$ cat src/include/dcache_consts.svh
`ifndef DCACHE_CONSTS_SVH
`define DCACHE_CONSTS_SVH

// log2 of bytes per line for 16-byte lines
`define DCACHE_LEN_LINE 4

// log2 of number of sets
`define DCACHE_LEN_INDEX 4

`define DCACHE_NR_WAYS 2

// words per line and the burst length
`define DCACHE_WORDS_PER_LINE 4

`endif
$ cat src/verilog/dcache_pkg.sv
`default_nettype none

`include "dcache_consts.svh"

package dcache_pkg;

    // controller states
    typedef enum logic [2:0] {
        IDLE,
        LOOKUP,
        MISS_WRITEBACK,
        MISS_REFILL,
        DONE
    } state_e;

    typedef logic [`DCACHE_LEN_INDEX-1:0] index_t;
    typedef logic [31-`DCACHE_LEN_INDEX-`DCACHE_LEN_LINE:0] tag_t;
    typedef logic [`DCACHE_LEN_LINE-3:0] word_off_t;

    typedef struct packed {
        logic [`DCACHE_NR_WAYS-1:0] valid;
        logic [`DCACHE_NR_WAYS-1:0] dirty;
        logic lru; // way to evict next
    } meta_t;

endpackage

`default_nettype wire

$ cat src/verilog/dcache_meta.sv
`timescale 1ns/1ps
`default_nettype none

`include "dcache_consts.svh"

module dcache_meta (
    input  wire logic                        clk,
    input  wire logic                        rst,
    input  wire dcache_pkg::index_t          index,
    input  wire logic                        touch,
    input  wire logic                        touch_way,
    input  wire logic                        dirty_set,
    input  wire logic                        fill_done,
    input  wire logic                        fill_way,
    input  wire logic                        wb_done,
    output logic [`DCACHE_NR_WAYS-1:0]       valid_bits,
    output logic                             victim_way,
    output logic                             victim_dirty
);
    import dcache_pkg::*;

    localparam int NR_SETS = 1 << `DCACHE_LEN_INDEX;

    meta_t meta [NR_SETS];

    always_ff @(posedge clk) begin
        if (rst) begin
            for (int s = 0; s < NR_SETS; s++)
                meta[s] <= '0;
        end else begin
            if (touch) begin
                meta[index].lru <= ~touch_way; // other way goes next
                if (dirty_set)
                    meta[index].dirty[touch_way] <= 1'b1;
            end
            if (fill_done) begin
                meta[index].valid[fill_way] <= 1'b1;
                meta[index].dirty[fill_way] <= 1'b0; // fresh line is clean
            end
            if (wb_done)
                meta[index].dirty[fill_way] <= 1'b0;
        end
    end

    assign valid_bits = meta[index].valid;
    assign victim_way = meta[index].lru;
    assign victim_dirty = meta[index].dirty[meta[index].lru];

endmodule

`default_nettype wire

$ cat config.mk
export PLATFORM = sky130hd
export DESIGN_NAME = dcache_meta
export DESIGN_NICKNAME = d
export VERILOG_FILES = /design/src/verilog/dcache_pkg.sv /design/src/verilog/dcache_meta.sv
export VERILOG_INCLUDE_DIRS = /design/src /design/src/include
export SDC_FILE = /design/constraint.sdc
export NUM_CORES = 1
export LEC_CHECK = 0
export BUFFER_PORTS_ARGS = -buffer_cell sky130_fd_sc_hd__buf_2
export CORE_UTILIZATION = 50
export CTS_BUF_LIST = sky130_fd_sc_hd__clkbuf_16
export CTS_CLUSTER_SIZE = 28
export DETAILED_ROUTE_END_ITERATION = 16
export MAX_ROUTING_LAYER = met4
export PLACE_DENSITY = 0.71
export SLEW_MARGIN = 20
export SYNTH_ARGS = -nofsm -noshare
export SYNTH_HDL_FRONTEND = slang
export SYNTH_SLANG_ARGS = --single-unit
$ cat constraint.sdc
create_clock -name clk -period 2.2 [get_ports clk]
set_clock_uncertainty 0.15 [all_clocks]
set_input_delay 0.22 -clock clk [delete_from_list [all_inputs] [get_ports clk]]
set_output_delay 0.22 -clock clk [all_outputs]
set_load 0.02 [all_outputs]
==> impl_metrics.yaml <==
global_routing:
  track_usage: 0.248
  antenna_found_initial: 0
  grt_max_degree: 34
  grt-ovfl-total: 0
  grt_pass1_vias: 2865
  grt_pass1_wl_mm: 14.9
cells_and_area:
  reg_top3: "meta x80"
  nNetsFinal: 390
  layout-drive-gt1-share: 0.191
  diodes: 0
  largest_reg_flops: 80
  num-fill-cells: 675
  syn_to_final_growth_pct: 13.5
  regMostFlops: "meta"
pwr:
  leakagePower_nw: 1.65
  p_per_area_nw_per_um2: 765
  irDropWorstVdd_mv: 0.444
route:
  via_per_inst: 5.99
  final_antenna_net_count: 0
  avgRoutedWirePerCell_um: 18.8
  drtPass1Iterations: 5
  drc: 0
  drt_iter0_drc: 251
  via_count: 2903
  drt-total-wl_mm: 9.12
logic_synthesis:
  synth_cells: 362
  synthArstFlopShare: 0
  syn_nets: 374
  synthesis.yosys.warnings: 0
  ys_types: 27
  ys.flop_type: "edfxtp_1"
  yosysSeqAreaShare: 0.528
  syn-cell-area_um2: 3950
  avgSynthCellArea_um2: 10.9
  synth_edf_count: 48
  ys_ff_latch: 80
cts:
  numCtsBuffers: 9
  root_buffer: "clkbuf_16"
  cts.sinks: 80
  cts.htree.levels: 3
  clock_path_buffers: 2
  clk_pin_slew_worst_paths_ns: 0.06
  postCtsSetupBuffers: 0
  cts_tree: "built"
  clk_latency_ns: 0.33
floorplan:
  coreArea_um2: 7690
  die_y_um: 90.8
  rows: 32
  start_util: 0.513
  ios: 16
  die_w_um: 90.8
  die_area_um2: 8250
placement:
  dpl_worst_slack_ns: -0.123
  dp_hpwl_mm: 6.44
  numPortBuffers: 15
  place.gp.congestion: 0.884
flow_run:
  drv_cap: 0
setup_path:
  required_ns: 1.83
  critPathLaunchType: "flip-flop"
  critPathCaptureType: "output port"
  arrival_ns: 1.94
  cp_max_fo: 2
  critical_path_class: "reg -> out"
status:
  status: "finished, violations left"
  violations: "setup timing"
sta:
  setup_ws_ns: -0.113
  final.period_utilization: 1.05
  whs_ns: 0.260
  min_period_ns: 2.31
  fmax_mhz: 432
  worstMarginPinSlew_ns: 0.701
  slew_viol_final: 0
  relSlewSlack: 0.532
  rsz0062_at_grt: "yes"
  finalSetupViolations: 1
  hold_violations: 0
hold_path:
  hp-class: "in -> reg"
## power breakdown
group	switching (W)	internal, W
sequential	0.0000194	0.00164
combinational	0.000202	0.000137
clock	0.000563	0.000859
## kinds of logic (layout without fill, tap and decap cells)
family	count (synthesis)	after routing	share of synthesized area
flops	80	80	0.528
buf+inv	33	54	0.0412
mux	23	23	0.139
compound gates	57	57	0.119
simple gates	169	169	0.173
## critical path, stage by stage (launching register included)
cell	delay [ns]
edfxtp_1	0.38
mux4_2	0.50
a22oi_2	0.19
nand2_2	0.09
mux2_4	0.29
buf_2	0.16
## what timing repair did
action	CTS	global route
resized for setup	7	9
hold buffers	0	0
endpoints found under the hold margin	0	0
setup endpoints to repair	3	3
pin swaps	0	4
cloned	0	0
## layout by cell type (no fill, tap or decap), drive strengths merged
| cell type | count |
|---|---|
| nand2 | 84 |
| nor2 | 60 |
| edfxtp | 48 |
| buf | 35 |
| o2bb2ai | 32 |
| dfxtp | 32 |
| mux4 | 22 |
| a21o | 16 |
| clkbuf | 10 |
| nor3 | 6 |
| nand3 | 6 |
| a22oi | 6 |
| nand2b | 5 |
| clkinv | 5 |
| nor2b | 4 |
| inv | 3 |
| and2 | 1 |
| o21bai | 1 |
| or2 | 1 |
| nand4 | 1 |
| o32ai | 1 |
| nor4 | 1 |
| o2111ai | 1 |
| mux2 | 1 |
| bufinv | 1 |
## worst paths after layout
| check | start | end | slack (ns) | depth (start not counted) |
|---|---|---|---|---|
| worst max-delay path | meta[10][0] | victim_dirty | -0.11 | 5 |
| worst min-delay path | fill_done | meta[15][3] | 0.26 | 4 |
| worst max register to register | meta[8][4] | meta[8][4] | 1.47 | 1 |
| worst min register to register | meta[12][3] | meta[12][3] | 0.30 | 1 |
## metal layers
metal / vias up / GRT usage / part of all wire
li1: 1345 / - / -
met1: 1436 / 0.335 / 0.45
met2: 113 / 0.374 / 0.47
met3: 9 / 0.0539 / 0.068
met4: 0 / 0.0820 / 0.011
met5: - / - / 0
## synthesized netlist by cell type, drive strengths merged, types with 5 or more instances
cell type	count	share of area
nor2	60	0.057
nand3	6	0.0076
buf	10	0.019
dfxtp	32	0.16
nand2	84	0.080
clkbuf	21	0.020
a22oi	6	0.011
nand2b	5	0.0079
edfxtp	48	0.37
a21o	16	0.030
mux4	22	0.14
o2bb2ai	32	0.071
nor3	6	0.0076
## area by class of cell
type | count | area (um2) | share of cell area
sequential | 80 | 2080 | 0.465
multi-input combinational | 249 | 1720 | 0.383
timing repair buffer | 36 | 267 | 0.0595
clock buffer | 9 | 225 | 0.0503
tap | 102 | 128 | 0.0285
clock inverter | 7 | 55.1 | 0.0123
inverter | 2 | 7.51 | 0.00168
## through the flow
| step | cells | total power [W] | util | instance area (um2) | setup TNS [ns] |
|---|---|---|---|---|---|
| floorplan | 362 | 0.00192 | - | 3950 | 0 |
| global placement | 469 | 0.00201 | 0.542 | 4170 | -0.278 |
| detailed placement | 469 | 0.00202 | 0.542 | 4170 | -0.281 |
| CTS | 485 | 0.00342 | 0.580 | 4460 | -0.140 |
| global route | 485 | 0.00354 | 0.583 | 4480 | -0.177 |
| finish | 485 | 0.00343 | 0.583 | 4480 | -0.113 |
(Power assumes the default switching activity.)
