[src/include/dcache_consts.svh]
`ifndef DCACHE_CONSTS_SVH
`define DCACHE_CONSTS_SVH

// log2 of bytes per line for 16-byte lines
`define DCACHE_LEN_LINE 4

// log2 of number of sets
`define DCACHE_LEN_INDEX 4

`define DCACHE_NR_WAYS 2

// words per line and the burst length
`define DCACHE_WORDS_PER_LINE 4

`endif
[src/verilog/dcache_bus_pkg.sv]
`default_nettype none

package dcache_bus_pkg;

    // what the line mover does with a line
    typedef enum logic {
        XFER_WRITEBACK,
        XFER_REFILL
    } xfer_op_e;

    // byte address on the memory port
    typedef logic [31:0] mem_addr_t;

endpackage

`default_nettype wire

[src/verilog/dcache_pkg.sv]
`default_nettype none

`include "dcache_consts.svh"

package dcache_pkg;

    // controller states
    typedef enum logic [2:0] {
        IDLE,
        LOOKUP,
        MISS_WRITEBACK,
        MISS_REFILL,
        DONE
    } state_e;

    typedef logic [`DCACHE_LEN_INDEX-1:0] index_t;
    typedef logic [31-`DCACHE_LEN_INDEX-`DCACHE_LEN_LINE:0] tag_t;
    typedef logic [`DCACHE_LEN_LINE-3:0] word_off_t;

    typedef struct packed {
        logic [`DCACHE_NR_WAYS-1:0] valid;
        logic [`DCACHE_NR_WAYS-1:0] dirty;
        logic lru; // way to evict next
    } meta_t;

endpackage

`default_nettype wire

[src/verilog/line_xfer_if.sv]
`timescale 1ns/1ps
`default_nettype none

interface line_xfer_if;

    logic                     start; // one-cycle pulse
    dcache_bus_pkg::xfer_op_e op;
    dcache_pkg::index_t       index;
    dcache_pkg::tag_t         tag;   // tag of the requested line
    logic                     busy;
    logic                     done;  // one-cycle pulse

    modport ctrl (
        output start, op, index, tag,
        input  busy, done
    );

    modport mover (
        input  start, op, index, tag,
        output busy, done
    );

endinterface

`default_nettype wire

[src/verilog/line_mover.sv]
`timescale 1ns/1ps
`default_nettype none

`include "dcache_consts.svh"

module line_mover (
    input  wire logic                        clk,
    input  wire logic                        rst,
    line_xfer_if.mover                       xfer,
    input  wire logic                        victim_way,
    input  wire logic [31:0]                 rd_data,
    input  wire dcache_pkg::tag_t            victim_tag,
    output logic                             fill_we,
    output logic                             fill_way,
    output dcache_pkg::word_off_t            fill_off,
    output logic [31:0]                      fill_data,
    output logic                             fill_tag_we,
    output dcache_pkg::tag_t                 fill_tag,
    output logic                             wb_done,
    output logic                             fill_done,
    output dcache_bus_pkg::mem_addr_t        araddr,
    output logic [7:0]                       arlen,
    output logic                             arvalid,
    input  wire logic                        arready,
    input  wire logic [31:0]                 rdata,
    input  wire logic                        rlast,
    input  wire logic                        rvalid,
    output logic                             rready,
    output dcache_bus_pkg::mem_addr_t        awaddr,
    output logic [7:0]                       awlen,
    output logic                             awvalid,
    input  wire logic                        awready,
    output logic [31:0]                      wdata,
    output logic                             wlast,
    output logic                             wvalid,
    input  wire logic                        wready,
    input  wire logic                        bvalid
);
    import dcache_pkg::*;
    import dcache_bus_pkg::*;

    typedef enum logic [2:0] {M_IDLE, M_RD, M_W, M_B, M_R, M_DONE} mstate_e;

    mstate_e  mstate;
    xfer_op_e op_q;
    logic [2:0]  cnt;                // read pointer, then refill beat count
    logic [1:0]  wcnt;
    logic [31:0] rbuf [`DCACHE_WORDS_PER_LINE];
    logic        r_beat;

    assign arlen = 8'(`DCACHE_WORDS_PER_LINE - 1);
    assign awlen = 8'(`DCACHE_WORDS_PER_LINE - 1);

    assign r_beat = mstate == M_R && rvalid && rready;
    assign fill_we = r_beat;
    assign fill_data = rdata;
    assign fill_off = word_off_t'(cnt);
    assign fill_tag_we = r_beat && rlast;

    assign xfer.busy = mstate != M_IDLE && mstate != M_DONE;
    assign xfer.done = mstate == M_DONE;
    assign wb_done = xfer.done && op_q == XFER_WRITEBACK;
    assign fill_done = xfer.done && op_q == XFER_REFILL;

    always_ff @(posedge clk) begin
        if (rst) begin
            mstate <= M_IDLE;
            arvalid <= 1'b0;
            awvalid <= 1'b0;
            wvalid <= 1'b0;
            rready <= 1'b0;
        end else begin
            if (arvalid && arready) arvalid <= 1'b0;
            if (awvalid && awready) awvalid <= 1'b0;
            case (mstate)
                M_IDLE: if (xfer.start) begin
                    op_q <= xfer.op;
                    fill_way <= victim_way;
                    cnt <= '0;
                    fill_tag <= xfer.tag;
                    if (xfer.op == XFER_WRITEBACK) begin
                        mstate <= M_RD;
                    end else begin
                        araddr <= {xfer.tag, xfer.index, `DCACHE_LEN_LINE'(0)};
                        arvalid <= 1'b1;
                        rready <= 1'b1;
                        mstate <= M_R;
                    end
                end
                M_RD: begin
                    // data lags the address by one cycle
                    if (cnt != 0) rbuf[cnt[1:0] - 2'd1] <= rd_data;
                    cnt <= cnt + 3'd1;
                    if (cnt == 3'(`DCACHE_WORDS_PER_LINE)) begin
                        awaddr <= {victim_tag, xfer.index, `DCACHE_LEN_LINE'(0)};
                        awvalid <= 1'b1;
                        wdata <= rbuf[0];
                        wlast <= 1'b0;
                        wvalid <= 1'b1;
                        wcnt <= '0;
                        mstate <= M_W;
                    end
                end
                M_W: if (wvalid && wready) begin
                    if (wlast) begin
                        wvalid <= 1'b0;
                        mstate <= M_B;
                    end else begin
                        wcnt <= wcnt + 2'd1;
                        wdata <= rbuf[wcnt + 2'd1];
                        wlast <= wcnt + 2'd1 == 2'(`DCACHE_WORDS_PER_LINE - 1);
                    end
                end
                M_B: if (bvalid) mstate <= M_DONE;
                M_R: if (r_beat) begin
                    cnt <= cnt + 3'd1;
                    if (rlast) begin
                        rready <= 1'b0;
                        mstate <= M_DONE;
                    end
                end
                default: mstate <= M_IDLE; // done pulse lasts one cycle
            endcase
        end
    end

endmodule

`default_nettype wire

[src/flat_wrapper.sv]
// flat-port wrapper written by rule: the top's interface ports become plain ports
module line_mover_flat import dcache_pkg::*; import dcache_bus_pkg::*;
  (clk, rst, victim_way, rd_data, victim_tag, fill_we, fill_way, fill_off, fill_data, fill_tag_we, fill_tag, wb_done, fill_done, araddr, arlen, arvalid, arready, rdata, rlast, rvalid, rready, awaddr, awlen, awvalid, awready, wdata, wlast, wvalid, wready, bvalid, xfer_start, xfer_op, xfer_index, xfer_tag, xfer_busy, xfer_done);
  line_xfer_if xfer_i ();
  input  wire logic clk;
  input  wire logic rst;
  input  wire logic victim_way;
  input  wire logic [31:0] rd_data;
  input  wire dcache_pkg::tag_t victim_tag;
  output logic fill_we;
  output logic fill_way;
  output dcache_pkg::word_off_t fill_off;
  output logic [31:0] fill_data;
  output logic fill_tag_we;
  output dcache_pkg::tag_t fill_tag;
  output logic wb_done;
  output logic fill_done;
  output dcache_bus_pkg::mem_addr_t araddr;
  output logic [7:0] arlen;
  output logic arvalid;
  input  wire logic arready;
  input  wire logic [31:0] rdata;
  input  wire logic rlast;
  input  wire logic rvalid;
  output logic rready;
  output dcache_bus_pkg::mem_addr_t awaddr;
  output logic [7:0] awlen;
  output logic awvalid;
  input  wire logic awready;
  output logic [31:0] wdata;
  output logic wlast;
  output logic wvalid;
  input  wire logic wready;
  input  wire logic bvalid;
  input wire logic [$bits(xfer_i.start)-1:0] xfer_start;
  input wire logic [$bits(xfer_i.op)-1:0] xfer_op;
  input wire logic [$bits(xfer_i.index)-1:0] xfer_index;
  input wire logic [$bits(xfer_i.tag)-1:0] xfer_tag;
  output wire logic [$bits(xfer_i.busy)-1:0] xfer_busy;
  output wire logic [$bits(xfer_i.done)-1:0] xfer_done;
  assign xfer_i.start = xfer_start;
  assign xfer_i.op = xfer_op;
  assign xfer_i.index = xfer_index;
  assign xfer_i.tag = xfer_tag;
  assign xfer_busy = xfer_i.busy;
  assign xfer_done = xfer_i.done;
  line_mover u_core (.clk(clk), .rst(rst), .xfer(xfer_i), .victim_way(victim_way), .rd_data(rd_data), .victim_tag(victim_tag), .fill_we(fill_we), .fill_way(fill_way), .fill_off(fill_off), .fill_data(fill_data), .fill_tag_we(fill_tag_we), .fill_tag(fill_tag), .wb_done(wb_done), .fill_done(fill_done), .araddr(araddr), .arlen(arlen), .arvalid(arvalid), .arready(arready), .rdata(rdata), .rlast(rlast), .rvalid(rvalid), .rready(rready), .awaddr(awaddr), .awlen(awlen), .awvalid(awvalid), .awready(awready), .wdata(wdata), .wlast(wlast), .wvalid(wvalid), .wready(wready), .bvalid(bvalid));
endmodule
[config.mk]
export PLATFORM = sky130hd
export DESIGN_NAME = line_mover_flat
export DESIGN_NICKNAME = d
export VERILOG_FILES = /design/src/verilog/dcache_bus_pkg.sv /design/src/verilog/dcache_pkg.sv /design/src/verilog/line_xfer_if.sv /design/src/verilog/line_mover.sv /design/src/flat_wrapper.sv
export VERILOG_INCLUDE_DIRS = /design/src /design/src/include
export SDC_FILE = /design/constraint.sdc
export NUM_CORES = 1
export LEC_CHECK = 0
export ABC_AREA = 0
export BUFFER_PORTS_ARGS = -buffer_cell sky130_fd_sc_hd__buf_2
export CAP_MARGIN = 15
export CELL_PAD_IN_SITES_DETAIL_PLACEMENT = 0
export CELL_PAD_IN_SITES_GLOBAL_PLACEMENT = 1
export CORE_MARGIN = 2
export CORE_UTILIZATION = 41
export CTS_CLUSTER_SIZE = 40
export DETAILED_ROUTE_END_ITERATION = 10
export GPL_ROUTABILITY_DRIVEN = 1
export MAX_ROUTING_LAYER = met4
export PLACE_DENSITY = 0.9
export SYNTH_ARGS = -nofsm -noshare
export SYNTH_HDL_FRONTEND = slang
export SYNTH_SLANG_ARGS = --single-unit
[constraint.sdc]
create_clock -name clk -period 5.6 [get_ports clk]
set_clock_uncertainty 0.05 [all_clocks]
set_input_delay 0.84 -clock clk [delete_from_list [all_inputs] [get_ports clk]]
set_output_delay 0.84 -clock clk [all_outputs]
set_load 0.05 [all_outputs]
==> flow_summary.yaml <==
status:
  status: "finished, final reports clean"
routing:
  dr.max_layer_used: "met4"
  via_per_inst: 4.924
  drt-initial-drc-count: 357
  met3_wirelength_microns: 2162
  avgRoutedWirePerCell_microns: 18.57
  vias: 5495
  ant_nets: 0
  drc: 0
  wl_microns: 20730
  drt_pass1_iterations: 4
  wl_met1_microns: 7883
  wl_met2_microns: 10320
cells_and_area:
  final_util_pct: 49.87
  multiInputGateArea_sq_mm: 0.001663
  num-nets-final: 910
  nFillCells: 1992
  synthToLayoutAreaGrowth_pct: 19.48
  ff_latch_area_sq_mm: 0.007587
  drive_above_1_share_pct: 37.99
  final_area_sq_mm: 0.01167
floorplan:
  die_x_microns: 158.3
  io_pins: 309
  fp.coreArea_sq_mm: 0.02340
  die-height_microns: 158.3
  initial_core_util_pct: 41.73
  dieArea_sq_mm: 0.02507
  rows: 56
clock_network:
  insertion_delay_ns: 0.51
  path_clk_slew_ns: 0.06
  clockBufferDepth: 3
  cts-htree-levels: 1
  cts_tree: "done"
  cts_root_buffer: "clkbuf_16"
  cts_buffers: 26
  post_cts_buffers: 0
  cts_resized: 0
  cts_sinks: 255
  cts_hold_buffers: 0
grt:
  antenna_found_initial: 2
  grt_pass1_wl_microns: 30840
  gr-total-overflow: 0
  grt_max_degree: 64
  grt_usage_pct: 16.90
  first_global_vias: 5642
synthesis:
  ys_seq_area_share_pct: 77.68
  synth_seq_cells: 255
  synthTopCellsByArea: "edfxtp_1, buf_4, mux2_2"
  yosysUniqueCellTypes: 40
  synth_top_area_share_pct: 76.25
  avgSynthCellArea_sq_um: 16.72
  netlist_instances: 584
  ys_top_cells_by_count: "edfxtp_1, buf_4, a21oi_1"
  yosysWarnings: 0
  synthArstFlopShare_pct: 0
  synth_edf_count: 248
  synth.most_common_cell: "edfxtp_1"
  netlist_area_sq_mm: 0.009767
  synth_ff_type: "edfxtp_1"
  synth_top_cell_by_area: "edfxtp_1"
job:
  max-cap-violations: 0
critical_path:
  cp-start-kind: "flop"
  path_class: "flop to output pin"
  end_kind: "output pin"
  arrival_ns: 2.14
  crit_fanout: 15
  required_ns: 4.71
pwr:
  peakVddDrop_v: 0.0002427
  leakage_nw: 4.233
  total_power_w: 0.004083
  power_density_mw_per_mm2: 349.9
timing:
  max_slew_margin_pct: 26.65
  worst_slew_pin_slew_ns: 1.099
  finalSetupViolCount: 0
  rsz0062_at_grt: "false"
  period_share_pct: 54.16
  finalHoldViolCount: 0
  drv_slew: 0
  fin_crit_ns: 3.033
  finalSetupTns_ns: 0
  max_freq_mhz: 329.7
  hold_slack_ns: 0.4383
placed_design:
  placed_area_sq_mm: 0.01086
  hpwl_microns: 13390
  io_buffers: 220
  place.gp.congestion: 0.7964
hold_path:
  hp-class: "flop to flop"
worst max-delay path, cell delays in order, from the launching register on:
cell     delay (ns)
dfxtp_1        0.67
inv_1          0.22
nor2_1         0.16
and2_1         0.16
nor2b_1        0.14
buf_2          0.29
layer usage:
metal	up-vias	GRT usage, %
met3	35	6.070
li1	2547	-
met1	2656	19.24
met2	257	28.36
met5	-	-
met4	0	4.719
worst paths after layout:
path                                  startpoint          endpoint  slack (ns)  depth (start not counted)
worst max-delay path            u_core.mstate[0]           wb_done        2.57                          5
worst min-delay path              u_core.arvalid    u_core.arvalid        0.44                          2
worst max register to register  u_core.mstate[1]  u_core.wdata[28]        2.80                          6
worst min register to register    u_core.arvalid    u_core.arvalid        0.44                          2
stage by stage:
step           setup WS, ns  std cells
2_1_floorplan        0.7118        606
3_3_place_gp          2.450       1067
3_5_place_dp          2.377       1067
4_1_cts               2.366       1113
5_1_grt               2.375       1116
6_report              2.567       1116
cells in the final DEF (no fill, tap or decap), types with 3 or more instances in the layout:
| cell | n |
|---|---|
| mux2_2 | 31 |
| a21oi_1 | 37 |
| xnor2_1 | 3 |
| o21ai_0 | 7 |
| nor2_1 | 5 |
| o22ai_1 | 32 |
| nor3_1 | 5 |
| conb_1 | 24 |
| or3_1 | 30 |
| edfxtp_1 | 248 |
| nand2_1 | 8 |
| clkinv_1 | 8 |
| and3_1 | 3 |
| clkinvlp_4 | 3 |
| dfxtp_1 | 7 |
| o21ai_1 | 27 |
| nand2b_1 | 6 |
| clkbuf_1 | 6 |
| ha_1 | 6 |
| clkbuf_16 | 27 |
| nand3_1 | 3 |
| inv_1 | 11 |
| buf_4 | 9 |
| buf_2 | 220 |
| and2_2 | 3 |
cell type report:
type / instances / share of cell area [%]
Sequential cell: 255 / 65.02
Multi-Input combinational cell: 253 / 14.25
Timing Repair Buffer: 230 / 10.19
Clock buffer: 33 / 5.983
Tap cell: 319 / 3.420
Clock inverter: 13 / 0.7505
Inverter: 11 / 0.3538
Antenna cell: 2 / 0.04289
flip-flops by register name, summed over array words and instances, names as in the netlist:
| signal | count |
|---|---|
| u_core.cnt | 3 |
| u_core.awvalid | 1 |
| u_core.wcnt | 2 |
| u_core.mstate | 3 |
| u_core.op_q | 1 |
| u_core.araddr | 28 |
| u_core.rready | 1 |
| u_core.rbuf | 128 |
| u_core.wvalid | 1 |
| u_core.wlast | 1 |
| u_core.arvalid | 1 |
| u_core.awaddr | 28 |
| u_core.wdata | 32 |
| u_core.fill_tag | 24 |
| u_core.fill_way | 1 |
cell families after synthesis:
group	synth area share (%)
and+or+nand+nor	4.599
DFF	77.68
xor gates and xnor gates	0.2691
buffers and inverters	6.418
muxes	3.677
AOI/OAI and AO/OA	6.508
adders and majority gates	0.7686
other	0.07689
where the power goes:
group	internal [W]	leakage, nW	switching, W	total (W)
Combinational	0.0000757	1.56	0.000242	0.000318
Sequential	0.00215	2.30	0.0000257	0.00218
Clock	0.000921	0.371	0.000668	0.00159
(Power assumes the default switching activity.)
