$ cat src/include/dcache_consts.svh
`ifndef DCACHE_CONSTS_SVH
`define DCACHE_CONSTS_SVH

// log2 of bytes per line for 16-byte lines
`define DCACHE_LEN_LINE 4

// log2 of number of sets
`define DCACHE_LEN_INDEX 4

`define DCACHE_NR_WAYS 2

// words per line and the burst length
`define DCACHE_WORDS_PER_LINE 4

`endif
$ cat src/verilog/dcache_bus_pkg.sv
`default_nettype none

package dcache_bus_pkg;

    // what the line mover does with a line
    typedef enum logic {
        XFER_WRITEBACK,
        XFER_REFILL
    } xfer_op_e;

    // byte address on the memory port
    typedef logic [31:0] mem_addr_t;

endpackage

`default_nettype wire

$ cat src/verilog/dcache_pkg.sv
`default_nettype none

`include "dcache_consts.svh"

package dcache_pkg;

    // controller states
    typedef enum logic [2:0] {
        IDLE,
        LOOKUP,
        MISS_WRITEBACK,
        MISS_REFILL,
        DONE
    } state_e;

    typedef logic [`DCACHE_LEN_INDEX-1:0] index_t;
    typedef logic [31-`DCACHE_LEN_INDEX-`DCACHE_LEN_LINE:0] tag_t;
    typedef logic [`DCACHE_LEN_LINE-3:0] word_off_t;

    typedef struct packed {
        logic [`DCACHE_NR_WAYS-1:0] valid;
        logic [`DCACHE_NR_WAYS-1:0] dirty;
        logic lru; // way to evict next
    } meta_t;

endpackage

`default_nettype wire

$ cat src/verilog/line_xfer_if.sv
`timescale 1ns/1ps
`default_nettype none

interface line_xfer_if;

    logic                     start; // one-cycle pulse
    dcache_bus_pkg::xfer_op_e op;
    dcache_pkg::index_t       index;
    dcache_pkg::tag_t         tag;   // tag of the requested line
    logic                     busy;
    logic                     done;  // one-cycle pulse

    modport ctrl (
        output start, op, index, tag,
        input  busy, done
    );

    modport mover (
        input  start, op, index, tag,
        output busy, done
    );

endinterface

`default_nettype wire

$ cat src/verilog/dcache_ctrl.sv
`timescale 1ns/1ps
`default_nettype none

`include "dcache_consts.svh"

module dcache_ctrl (
    input  wire logic                        clk,
    input  wire logic                        rst,
    input  wire logic                        mem_en,
    input  wire logic                        mem_write,
    input  wire dcache_bus_pkg::mem_addr_t   mem_addr,
    input  wire logic [3:0]                  mem_wmask,
    input  wire logic [31:0]                 mem_wdata,
    output logic [31:0]                      mem_rdata,
    output logic                             stall,
    input  wire logic                        hit,
    input  wire logic                        hit_way,
    input  wire logic [31:0]                 way_rdata [`DCACHE_NR_WAYS],
    input  wire logic                        victim_way,
    input  wire logic                        victim_dirty,
    output dcache_pkg::index_t               rd_index,
    output logic                             cpu_we,
    output logic                             cpu_way,
    output logic [3:0]                       cpu_wmask,
    output logic [31:0]                      cpu_wdata,
    output logic                             meta_touch,
    output logic                             meta_dirty_set,
    line_xfer_if.ctrl                        xfer
);
    import dcache_pkg::*;
    import dcache_bus_pkg::*;

    localparam int TAG_LSB = `DCACHE_LEN_LINE + `DCACHE_LEN_INDEX;

    state_e state;
    state_e state_nxt;
    tag_t   req_tag;
    logic   lookup_hit;
    logic   lookup_miss;

    // address split
    assign rd_index = mem_addr[TAG_LSB-1:`DCACHE_LEN_LINE];
    assign req_tag = mem_addr[31:TAG_LSB];

    assign lookup_hit = state == LOOKUP && mem_en && hit;
    assign lookup_miss = state == LOOKUP && mem_en && !hit;

    always_comb begin
        state_nxt = state;
        case (state)
            IDLE, DONE:
                state_nxt = mem_en ? LOOKUP : IDLE; // RAM read goes out now
            LOOKUP: begin
                if (lookup_hit)
                    state_nxt = DONE;
                else if (lookup_miss)
                    state_nxt = victim_dirty ? MISS_WRITEBACK : MISS_REFILL;
                else
                    state_nxt = IDLE;
            end
            MISS_WRITEBACK, MISS_REFILL:
                if (xfer.done) state_nxt = LOOKUP;
            default:
                state_nxt = IDLE;
        endcase
    end

    always_ff @(posedge clk) begin
        if (rst)
            state <= IDLE;
        else
            state <= state_nxt;
    end

    assign stall = mem_en && !lookup_hit;
    assign mem_rdata = way_rdata[hit_way];

    // store on a hit
    assign cpu_we = lookup_hit && mem_write;
    assign cpu_way = hit ? hit_way : victim_way;
    assign cpu_wmask = mem_wmask;
    assign cpu_wdata = mem_wdata;
    assign meta_touch = lookup_hit;
    assign meta_dirty_set = cpu_we;

    // launch the line transfer on a miss
    assign xfer.start = lookup_miss && !xfer.busy;
    assign xfer.op = victim_dirty ? XFER_WRITEBACK : XFER_REFILL;
    assign xfer.index = rd_index;
    assign xfer.tag = req_tag;

endmodule

`default_nettype wire

$ cat src/flat_wrapper.sv
// flat-port wrapper written by rule: the top's interface ports become plain ports
module dcache_ctrl_flat import dcache_pkg::*; import dcache_bus_pkg::*;
  (clk, rst, mem_en, mem_write, mem_addr, mem_wmask, mem_wdata, mem_rdata, stall, hit, hit_way, way_rdata, victim_way, victim_dirty, rd_index, cpu_we, cpu_way, cpu_wmask, cpu_wdata, meta_touch, meta_dirty_set, xfer_start, xfer_op, xfer_index, xfer_tag, xfer_busy, xfer_done);
  line_xfer_if xfer_i ();
  input  wire logic clk;
  input  wire logic rst;
  input  wire logic mem_en;
  input  wire logic mem_write;
  input  wire dcache_bus_pkg::mem_addr_t mem_addr;
  input  wire logic [3:0] mem_wmask;
  input  wire logic [31:0] mem_wdata;
  output logic [31:0] mem_rdata;
  output logic stall;
  input  wire logic hit;
  input  wire logic hit_way;
  input  wire logic [31:0] way_rdata[`DCACHE_NR_WAYS];
  input  wire logic victim_way;
  input  wire logic victim_dirty;
  output dcache_pkg::index_t rd_index;
  output logic cpu_we;
  output logic cpu_way;
  output logic [3:0] cpu_wmask;
  output logic [31:0] cpu_wdata;
  output logic meta_touch;
  output logic meta_dirty_set;
  output wire logic [$bits(xfer_i.start)-1:0] xfer_start;
  output wire logic [$bits(xfer_i.op)-1:0] xfer_op;
  output wire logic [$bits(xfer_i.index)-1:0] xfer_index;
  output wire logic [$bits(xfer_i.tag)-1:0] xfer_tag;
  input wire logic [$bits(xfer_i.busy)-1:0] xfer_busy;
  input wire logic [$bits(xfer_i.done)-1:0] xfer_done;
  assign xfer_start = xfer_i.start;
  assign xfer_op = xfer_i.op;
  assign xfer_index = xfer_i.index;
  assign xfer_tag = xfer_i.tag;
  assign xfer_i.busy = xfer_busy;
  assign xfer_i.done = xfer_done;
  dcache_ctrl u_core (.clk(clk), .rst(rst), .mem_en(mem_en), .mem_write(mem_write), .mem_addr(mem_addr), .mem_wmask(mem_wmask), .mem_wdata(mem_wdata), .mem_rdata(mem_rdata), .stall(stall), .hit(hit), .hit_way(hit_way), .way_rdata(way_rdata), .victim_way(victim_way), .victim_dirty(victim_dirty), .rd_index(rd_index), .cpu_we(cpu_we), .cpu_way(cpu_way), .cpu_wmask(cpu_wmask), .cpu_wdata(cpu_wdata), .meta_touch(meta_touch), .meta_dirty_set(meta_dirty_set), .xfer(xfer_i));
endmodule
$ cat config.mk
export PLATFORM = sky130hd
export DESIGN_NAME = dcache_ctrl_flat
export DESIGN_NICKNAME = d
export VERILOG_FILES = /design/src/verilog/dcache_bus_pkg.sv /design/src/verilog/dcache_pkg.sv /design/src/verilog/line_xfer_if.sv /design/src/verilog/dcache_ctrl.sv /design/src/flat_wrapper.sv
export VERILOG_INCLUDE_DIRS = /design/src /design/src/include
export SDC_FILE = /design/constraint.sdc
export NUM_CORES = 1
export LEC_CHECK = 0
export BUFFER_PORTS_ARGS = -buffer_cell sky130_fd_sc_hd__clkbuf_2
export CAP_MARGIN = 25
export CORE_AREA = 4 4 93 95
export DETAILED_ROUTE_END_ITERATION = 10
export DIE_AREA = 0 0 97 99
export GPL_ROUTABILITY_DRIVEN = 0
export GPL_TIMING_DRIVEN = 0
export PLACE_DENSITY = 0.6
export SLEW_MARGIN = 30
export SYNTH_ARGS = -nofsm -noshare
export SYNTH_HDL_FRONTEND = slang
export SYNTH_SLANG_ARGS = --single-unit
export TNS_END_PERCENT = 10
$ cat constraint.sdc
create_clock -name clk -period 1.7 [get_ports clk]
set_input_delay 0.085 -clock clk [delete_from_list [all_inputs] [get_ports clk]]
set_output_delay 0.085 -clock clk [all_outputs]
set_load 0.1 [all_outputs]
==> impl_metrics.ini, run 1 <==
[run_status]
status = completed

[critical_path]
rr_startpoint = u_core.state[2]$_SDFFE_PP0P_
critPathRequiredTime_ns = 1.62
rrSetupSlack_ns = 0.76
path_class = register to output pin
cp_slowest_stage_delay_ns = 0.46
reg2regPathDepth = 3
cp_cell_sequence = and4bb_1, and3_1, clkbuf_2
crit_slowest_cell = clkbuf_2
end_kind = output pin
crit_start = u_core.state[2]$_SDFFE_PP0P_
reg2reg_to = u_core.state[1]$_SDFFE_PP0P_
arrival_ns = 1.49
critical_path.top_delay_family = simple AND/OR/NAND/NOR gates
cp_max_fo = 4
startpoint_type = register
cp_num_buf_inv = 1

[power_and_ir_drop]
p_leak_nw = 1.45
max-vdd-ir-drop_v = 0.000363
p_int_w = 0.000583
p_sw_w = 0.00131
p_clk_frac = 0.109
p_comb_frac = 0.851
powerDensity_nw_per_um2 = 833
p_seq_frac = 0.040
p_sw_frac = 0.692

[clocking]
root_buffer = clkbuf_8
clk_latency_ns = 0.21
clk_path_buf_depth = 2
cts_sinks = 3
clk_pin_slew_worst_paths_ns = 0.03
cts_buffers = 3
cts_tree = yes
htreeDepth = 1

[synth]
yosysMostFrequentCell = buf_4
ys_ff_latch = 3
synth_edf_count = 0
synth_top_area_share = 0.433
yosys-top-cells-area = buf_4 (43%), mux2_4 (36%), dfxtp_1 (5.0%)
netlist_instances = 127
yosysWarnings = 0
synth.distinct_cells = 16
synth_seq_area_share = 0.0502
synth_top_area_cell = buf_4
synth_flop_cell = dfxtp_1
synthTopCellsByCount = buf_4 (69), mux2_4 (29), buf_6 (4), mux2_2 (4), nor2_1 (4)
syn-num-nets = 269
syn_avg_cell_area_sq_um = 9.43
syn_area_sq_um = 1200
async_flop_share = 0

[grt]
grt_usage = 0.0758
grt_max_degree = 11
grt_first_pass_wirelength_mm = 6.25
overflow = 0
grt_pass1_vias = 1352
antenna_found_initial = 0

[route]
drt_wl_total_mm = 4.39
drt_iter0_markers = 17
vias = 1431
wire_per_inst_um = 10.7
drc_errors = 0
ant_nets = 0
avgViaCountPerCell = 3.47
dr.pass1.iters = 4

[sta]
hold_viol_final = 0
fmax_mhz = 635
setup_viol = 0
worstMarginPinSlew_ns = 0.553
fin_setup_tns_ns = 0
slew_headroom = 0.633
rsz0062_at_grt = false
fin_crit_ns = 1.58
finalMaxSlewViolations = 0
fin_crit_sh = 0.927
clock_skew_ns = 0.00202

[placed_design]
hpwl_mm = 4.17
dpl_cell_area_sq_um = 2220
place_inst = 408
port_buffers = 179

[hold_path]
min_from = rst
worstHoldPathType = input port to register
whs_endpoint = u_core.state[2]$_SDFFE_PP0P_
hold_depth = 2

[floorplan]
die_area_sq_um = 9600
rows = 32
coreArea_sq_um = 7730
die_h_um = 99
ios = 249
die_width_um = 97
initial_core_util = 0.155

[final_layout]
largest_reg_flops = 3
largest-register = u_core.state
num_antenna_cells = 0
reg_top3 = u_core.state x3
fin_area_sq_um = 2270
n_fill_cell = 838
syn2layout_area_growth_pct = 89.7
final_cell_count_no_fill = 412
nets = 453
drive_above_1_share = 0.932

[flow_run]
cap_violations = 0
==> power by group through the flow <==
| stage | clock network [W] | logic [W] | registers, W |
|---|---|---|---|
| floorplan | 0 | 0.00140 | 0.0000758 |
| global placement | 0 | 0.00161 | 0.0000760 |
| detailed placement | 0 | 0.00162 | 0.0000761 |
| CTS | 0.000210 | 0.00162 | 0.0000751 |
| global route | 0.000222 | 0.00165 | 0.0000754 |
| finish | 0.000206 | 0.00161 | 0.0000751 |
==> worst max path at each step <==
stage | cells past startpoint | end | slack, ns
5_1_grt | 3 | cpu_we | 0.04
4_1_cts | 4 | meta_dirty_set | 0.02
6_report | 3 | cpu_we | 0.12
2_1_floorplan | 3 | meta_dirty_set | -0.22
3_5_place_dp | 4 | meta_dirty_set | 0.25
3_3_place_gp | 4 | meta_dirty_set | 0.27
==> worst register-to-register path, stage by stage (launching register included) <==
cell,delay (ns)
dfxtp_1,0.30
and4bb_1,0.32
nand2b_1,0.10
a21oi_1,0.14
==> metrics by stage <==
step	utilization	hold WS [ns]	total power [W]	setup slack (ns)
6_report	0.294	0.0679	0.00189	0.124
5_1_grt	0.294	0.0829	0.00195	0.0382
4_1_cts	0.294	0.0678	0.00191	0.0242
3_5_place_dp	0.288	0.287	0.00169	0.254
3_3_place_gp	0.288	0.285	0.00169	0.268
2_1_floorplan	-	0.154	0.00147	-0.224
==> cell type report <==
type,instances,area (sq um),share of cell area
tap,102,128,0.0562
sequential,3,60.1,0.0264
inverter,2,7.51,0.00331
clock buffer,4,45.0,0.0198
buffer,73,563,0.248
timing repair buffer,179,898,0.396
multi-input combinational,49,569,0.251
==> layer usage <==
metal | wire (um) | GRT usage | vias up
met3 | 528 | 0.0198 | 2
met4 | 14 | 0.0162 | 0
met1 | 1270 | 0.0745 | 610
met5 | 0 | 0 | -
met2 | 2580 | 0.157 | 108
li1 | - | - | 711
==> repair_timing <==
action,CTS,global route
buffers inserted,0,0
endpoints found under the setup margin,0,1
hold buffers,0,0
resized for setup,0,2
hold endpoints to repair,0,0
==> kinds of logic after synthesis <==
group	Yosys count	synth area share
muxes	33	0.401
AOI/OAI and AO/OA	3	0.0136
and+or+nand+nor	13	0.0585
buffers and inverters	75	0.476
DFF	3	0.0502
==> layout by cell type (no fill, tap or decap), types with 2 or more instances in the layout <==
master / netlist / final
buf_4: 69 / 69
buf_6: 4 / 4
clkbuf_2: 0 / 178
clkbuf_8: 0 / 3
dfxtp_1: 3 / 3
inv_1: 2 / 2
mux2_2: 4 / 4
mux2_4: 29 / 29
nand2_1: 3 / 3
nand2b_1: 2 / 2
nor2_1: 4 / 3
Power figures use the tool's default switching activity.
==> run 2: changes to the inputs <==
CORE_AREA = 4 4 95 97   (was 4 4 93 95)
DIE_AREA = 0 0 99 101   (was 0 0 97 99)
PLACE_DENSITY = 0.58   (was 0.6)
==> run 2 against run 1 <==
Net effect:
- first-iteration DRC count shrank 18%
- sequential cell count stayed put
- total power hardly changed
- maximum frequency down 4.8%
- count of clock-buffer cells in the layout is the same
- routed wire length is 3.9% higher
- combinational power about the same
==> impl_metrics.ini, run 2 (synthesis results as in run 1) <==
[grt]
grt_max_degree = 11
grt_pass1_vias = 1361
grt_usage = 0.0750
grt_first_pass_wirelength_mm = 6.31
antenna_found_initial = 0
overflow = 0

[final_layout]
layout_common_cells = clkbuf_2 (179), buf_4 (69), mux2_4 (29)
nets = 453
drive_above_1_share = 0.932
finish.utilization = 0.279
mostFrequentLayoutCell = clkbuf_2
num_antenna_cells = 0
syn2layout_area_growth_pct = 89.8
largest_reg_flops = 3
final_cell_count_no_fill = 415
n_fill_cell = 865
reg_top3 = u_core.state x3
largest-register = u_core.state

[clocking]
clk_path_buf_depth = 2
clk_pin_slew_worst_paths_ns = 0.03
cts_setup_buffers = 0
cts_buffers = 3
htreeDepth = 1
cts_sinks = 3
cts_tree = yes
cts_hold_buffers = 0
root_buffer = clkbuf_8
ctsResizeCount = 0
clk_latency_ns = 0.21

[route]
avgViaCountPerCell = 3.47
drt_wl_total_mm = 4.56
dr.pass1.iters = 3
wire_per_inst_um = 11.0
ant_nets = 0
drc_errors = 0
vias = 1438
drt_iter0_markers = 14

[floorplan]
initial_core_util = 0.147
ios = 249
rows = 33
coreArea_sq_um = 8130
die_h_um = 101
die_area_sq_um = 10000
die_width_um = 99

[sta]
worstMarginPinSlew_ns = 0.582
fin_crit_ns = 1.66
finalMaxSlewViolations = 0
fmax_mhz = 604
rsz0062_at_grt = false
fin_crit_sh = 0.974
setup_viol = 0
slew_headroom = 0.614
hold_viol_final = 0
clock_skew_ns = 0.00400

[critical_path]
crit_start = u_core.state[2]$_SDFFE_PP0P_
critPathRequiredTime_ns = 1.62
cp_cell_sequence = and4bb_1, and3_1, buf_4, clkbuf_2
cp_max_fo = 4
path_class = register to output pin
crit_slowest_cell = clkbuf_2
rr_startpoint = u_core.state[2]$_SDFFE_PP0P_
arrival_ns = 1.57
startpoint_type = register
cp_slowest_stage_delay_ns = 0.44
end_kind = output pin

[hold_path]
worstHoldPathType = input port to register
min_from = rst

[flow_run]
cap_violations = 0

[placed_design]
port_buffers = 179
hpwl_mm = 4.28
place_inst = 411

[power_and_ir_drop]
powerDensity_nw_per_um2 = 832
max-vdd-ir-drop_v = 0.000345
p_leak_nw = 1.45

[run_status]
status = completed
## run 2: critical path: cells and delay by family, from the launching register on
kind	cells	cell delay [ns]
and+or+nand+nor	2	0.52
buffers and inverters	2	0.54
DFF	1	0.29
## run 2: power by group
group          switching (W)  internal, W
Clock              0.0000444     0.000160
Combinational        0.00126     0.000350
Sequential        0.00000141    0.0000737
Total                0.00131     0.000583
## run 2: worst paths after layout
path / to / slack (ns) / depth (start not counted)
setup / recovery: meta_dirty_set / 0.04 / 4
hold / removal: u_core.state[2]$_SDFFE_PP0P_ / 0.06 / 2
setup reg to reg: u_core.state[1]$_SDFFE_PP0P_ / 0.77 / 3
hold reg to reg: u_core.state[0]$_SDFFE_PP0P_ / 0.54 / 3
## run 2: per-stage QoR
step	TNS (ns)	power, W	hold WS (ns)	setup WS (ns)	instance area, sq um
3_5_place_dp	0	0.00170	0.280	0.258	2230
2_1_floorplan	-0.224	0.00147	0.154	-0.224	1200
6_report	0	0.00189	0.0581	0.0441	2270
4_1_cts	0	0.00190	0.0596	0.0333	2270
3_3_place_gp	0	0.00169	0.278	0.265	2230
5_1_grt	0	0.00195	0.0669	0.00206	2270
## run 2: area by class of cell
type / count / area (sq um) / area share
Timing Repair Buffer: 179 / 896 / 0.394
Multi-Input combinational cell: 49 / 569 / 0.251
Buffer: 73 / 563 / 0.248
Tap cell: 105 / 131 / 0.0578
Sequential cell: 3 / 60.1 / 0.0264
Clock buffer: 4 / 45.0 / 0.0198
Inverter: 2 / 7.51 / 0.00330
## run 2: layer usage
layer / global-route usage / wire (um)
met4: 0.0200 / 33
met5: 0 / 0
met2: 0.147 / 2500
met3: 0.0131 / 606
met1: 0.0819 / 1420
==> run 3: changes to the inputs <==
CTS_BUF_LIST = sky130_fd_sc_hd__clkbuf_8   (was unset)
==> run 3 against run 2 <==
Net effect:
- combinational power about the same
- maximum frequency about the same
- routed wire length shrank 0.11%
- count of clock-buffer cells in the layout fell by 1
- hold slack barely moved
- total power is 0.35% lower
- first-iteration DRC count did not move
- sequential cell count did not move
- register-to-register slack about the same
- sequential power about the same
- largest cell class unchanged
==> impl_metrics.ini, run 3 (synthesis results as in run 1) <==
[run_status]
status = completed

[sta]
finalMaxSlewViolations = 0
fin_crit_ns = 1.66
fin_setup_tns_ns = 0
fmax_mhz = 604
slew_headroom = 0.614
worstMarginPinSlew_ns = 0.582
setup_viol = 0
fin_crit_sh = 0.974
hold_viol_final = 0
fin_hold_ws_ns = 0.0584
clock_skew_ns = 0.00378
rsz0062_at_grt = false

[hold_path]
worstHoldPathType = input port to register

[critical_path]
cp_cell_sequence = and4bb_1, and3_1, buf_4, clkbuf_2
arrival_ns = 1.57
cp_max_fo = 4
startpoint_type = register
critPathRequiredTime_ns = 1.62
crit_slowest_cell = clkbuf_2
end_kind = output pin
path_class = register to output pin
cp_num_buf_inv = 2
critical_path.top_delay_family = buffers and inverters
cp_slowest_stage_delay_ns = 0.44

[flow_run]
cap_violations = 0

[floorplan]
coreArea_sq_um = 8130
initial_core_util = 0.147
rows = 33
die_width_um = 99
die_h_um = 101
die_area_sq_um = 10000
ios = 249

[clocking]
clk_pin_slew_worst_paths_ns = 0.03
htreeDepth = 1
root_buffer = clkbuf_8
cts_hold_buffers = 0
clk_path_buf_depth = 2
clk_latency_ns = 0.21
cts_setup_buffers = 0
cts_buffers = 3
cts_tree = yes
ctsResizeCount = 0
cts_sinks = 3

[final_layout]
layout_common_cells = clkbuf_2 (179), buf_4 (69), mux2_4 (29)
final_cell_count_no_fill = 415
largest-register = u_core.state
syn2layout_area_growth_pct = 89.8
largest_reg_flops = 3
drive_above_1_share = 0.932
nets = 453
finish.utilization = 0.279
num_antenna_cells = 0
mostFrequentLayoutCell = clkbuf_2
reg_top3 = u_core.state x3

[grt]
antenna_found_initial = 0
grt_max_degree = 11
grt_first_pass_wirelength_mm = 6.31
grt_pass1_vias = 1361
overflow = 0
grt_usage = 0.0750

[power_and_ir_drop]
powerDensity_nw_per_um2 = 829
p_sw_frac = 0.694
p_clk_frac = 0.105
p_comb_frac = 0.855
p_sw_w = 0.00131
p_seq_frac = 0.040
p_int_w = 0.000577
max-vdd-ir-drop_v = 0.000345
p_leak_nw = 1.46

[route]
ant_nets = 0
avgViaCountPerCell = 3.47
dr.pass1.iters = 3
vias = 1440
drt_wl_total_mm = 4.56
drt_iter0_markers = 14
drc_errors = 0
wire_per_inst_um = 11.0

[placed_design]
port_buffers = 179
place_inst = 411
hpwl_mm = 4.28
==> run 3: layout make-up <==
class / count / area [sq um]
Clock inverter: 1 / 3.75
Multi-Input combinational cell: 49 / 569
Timing Repair Buffer: 179 / 896
Fill cell: 865 / 5860
Sequential cell: 3 / 60.1
Tap cell: 105 / 131
Clock buffer: 3 / 41.3
Inverter: 2 / 7.51
Buffer: 73 / 563
==> run 3: path summary, 6_finish.rpt <==
| kind | slack [ns] | cells after the start | to | start |
|---|---|---|---|---|
| worst min register to register | 0.54 | 3 | u_core.state[0]$_SDFFE_PP0P_ | u_core.state[1]$_SDFFE_PP0P_ |
| worst max-delay path | 0.04 | 4 | meta_dirty_set | u_core.state[2]$_SDFFE_PP0P_ |
| worst min-delay path | 0.06 | 2 | u_core.state[2]$_SDFFE_PP0P_ | rst |
| worst max register to register | 0.77 | 3 | u_core.state[1]$_SDFFE_PP0P_ | u_core.state[2]$_SDFFE_PP0P_ |
==> run 3: power groups by stage <==
| stage | registers, W | logic [W] | clock network [W] |
|---|---|---|---|
| global route | 0.0000757 | 0.00166 | 0.000214 |
| CTS | 0.0000752 | 0.00162 | 0.000200 |
| global placement | 0.0000759 | 0.00162 | 0 |
| detailed placement | 0.0000761 | 0.00162 | 0 |
| finish | 0.0000751 | 0.00161 | 0.000198 |
| floorplan | 0.0000758 | 0.00140 | 0 |
==> run 3: per-stage QoR <==
step / cell area, sq um / worst slack (ns) / total power [W]
2_1_floorplan: 1200 / -0.224 / 0.00147
3_3_place_gp: 2230 / 0.265 / 0.00169
3_5_place_dp: 2230 / 0.258 / 0.00170
4_1_cts: 2270 / 0.0328 / 0.00190
5_1_grt: 2270 / 0.00194 / 0.00195
6_report: 2270 / 0.0437 / 0.00188
==> run 3: worst register-to-register path, stage by stage, from the launching register on <==
cell and delay [ns]:
dfxtp_1 0.29, and4bb_1 0.33, nand2b_1 0.10, a21oi_1 0.13
==> run 3: per-layer routing <==
layer,track usage,part of all wire
met4,0.0200,0.0072
met5,0,0
met3,0.0131,0.13
met2,0.147,0.55
met1,0.0819,0.31
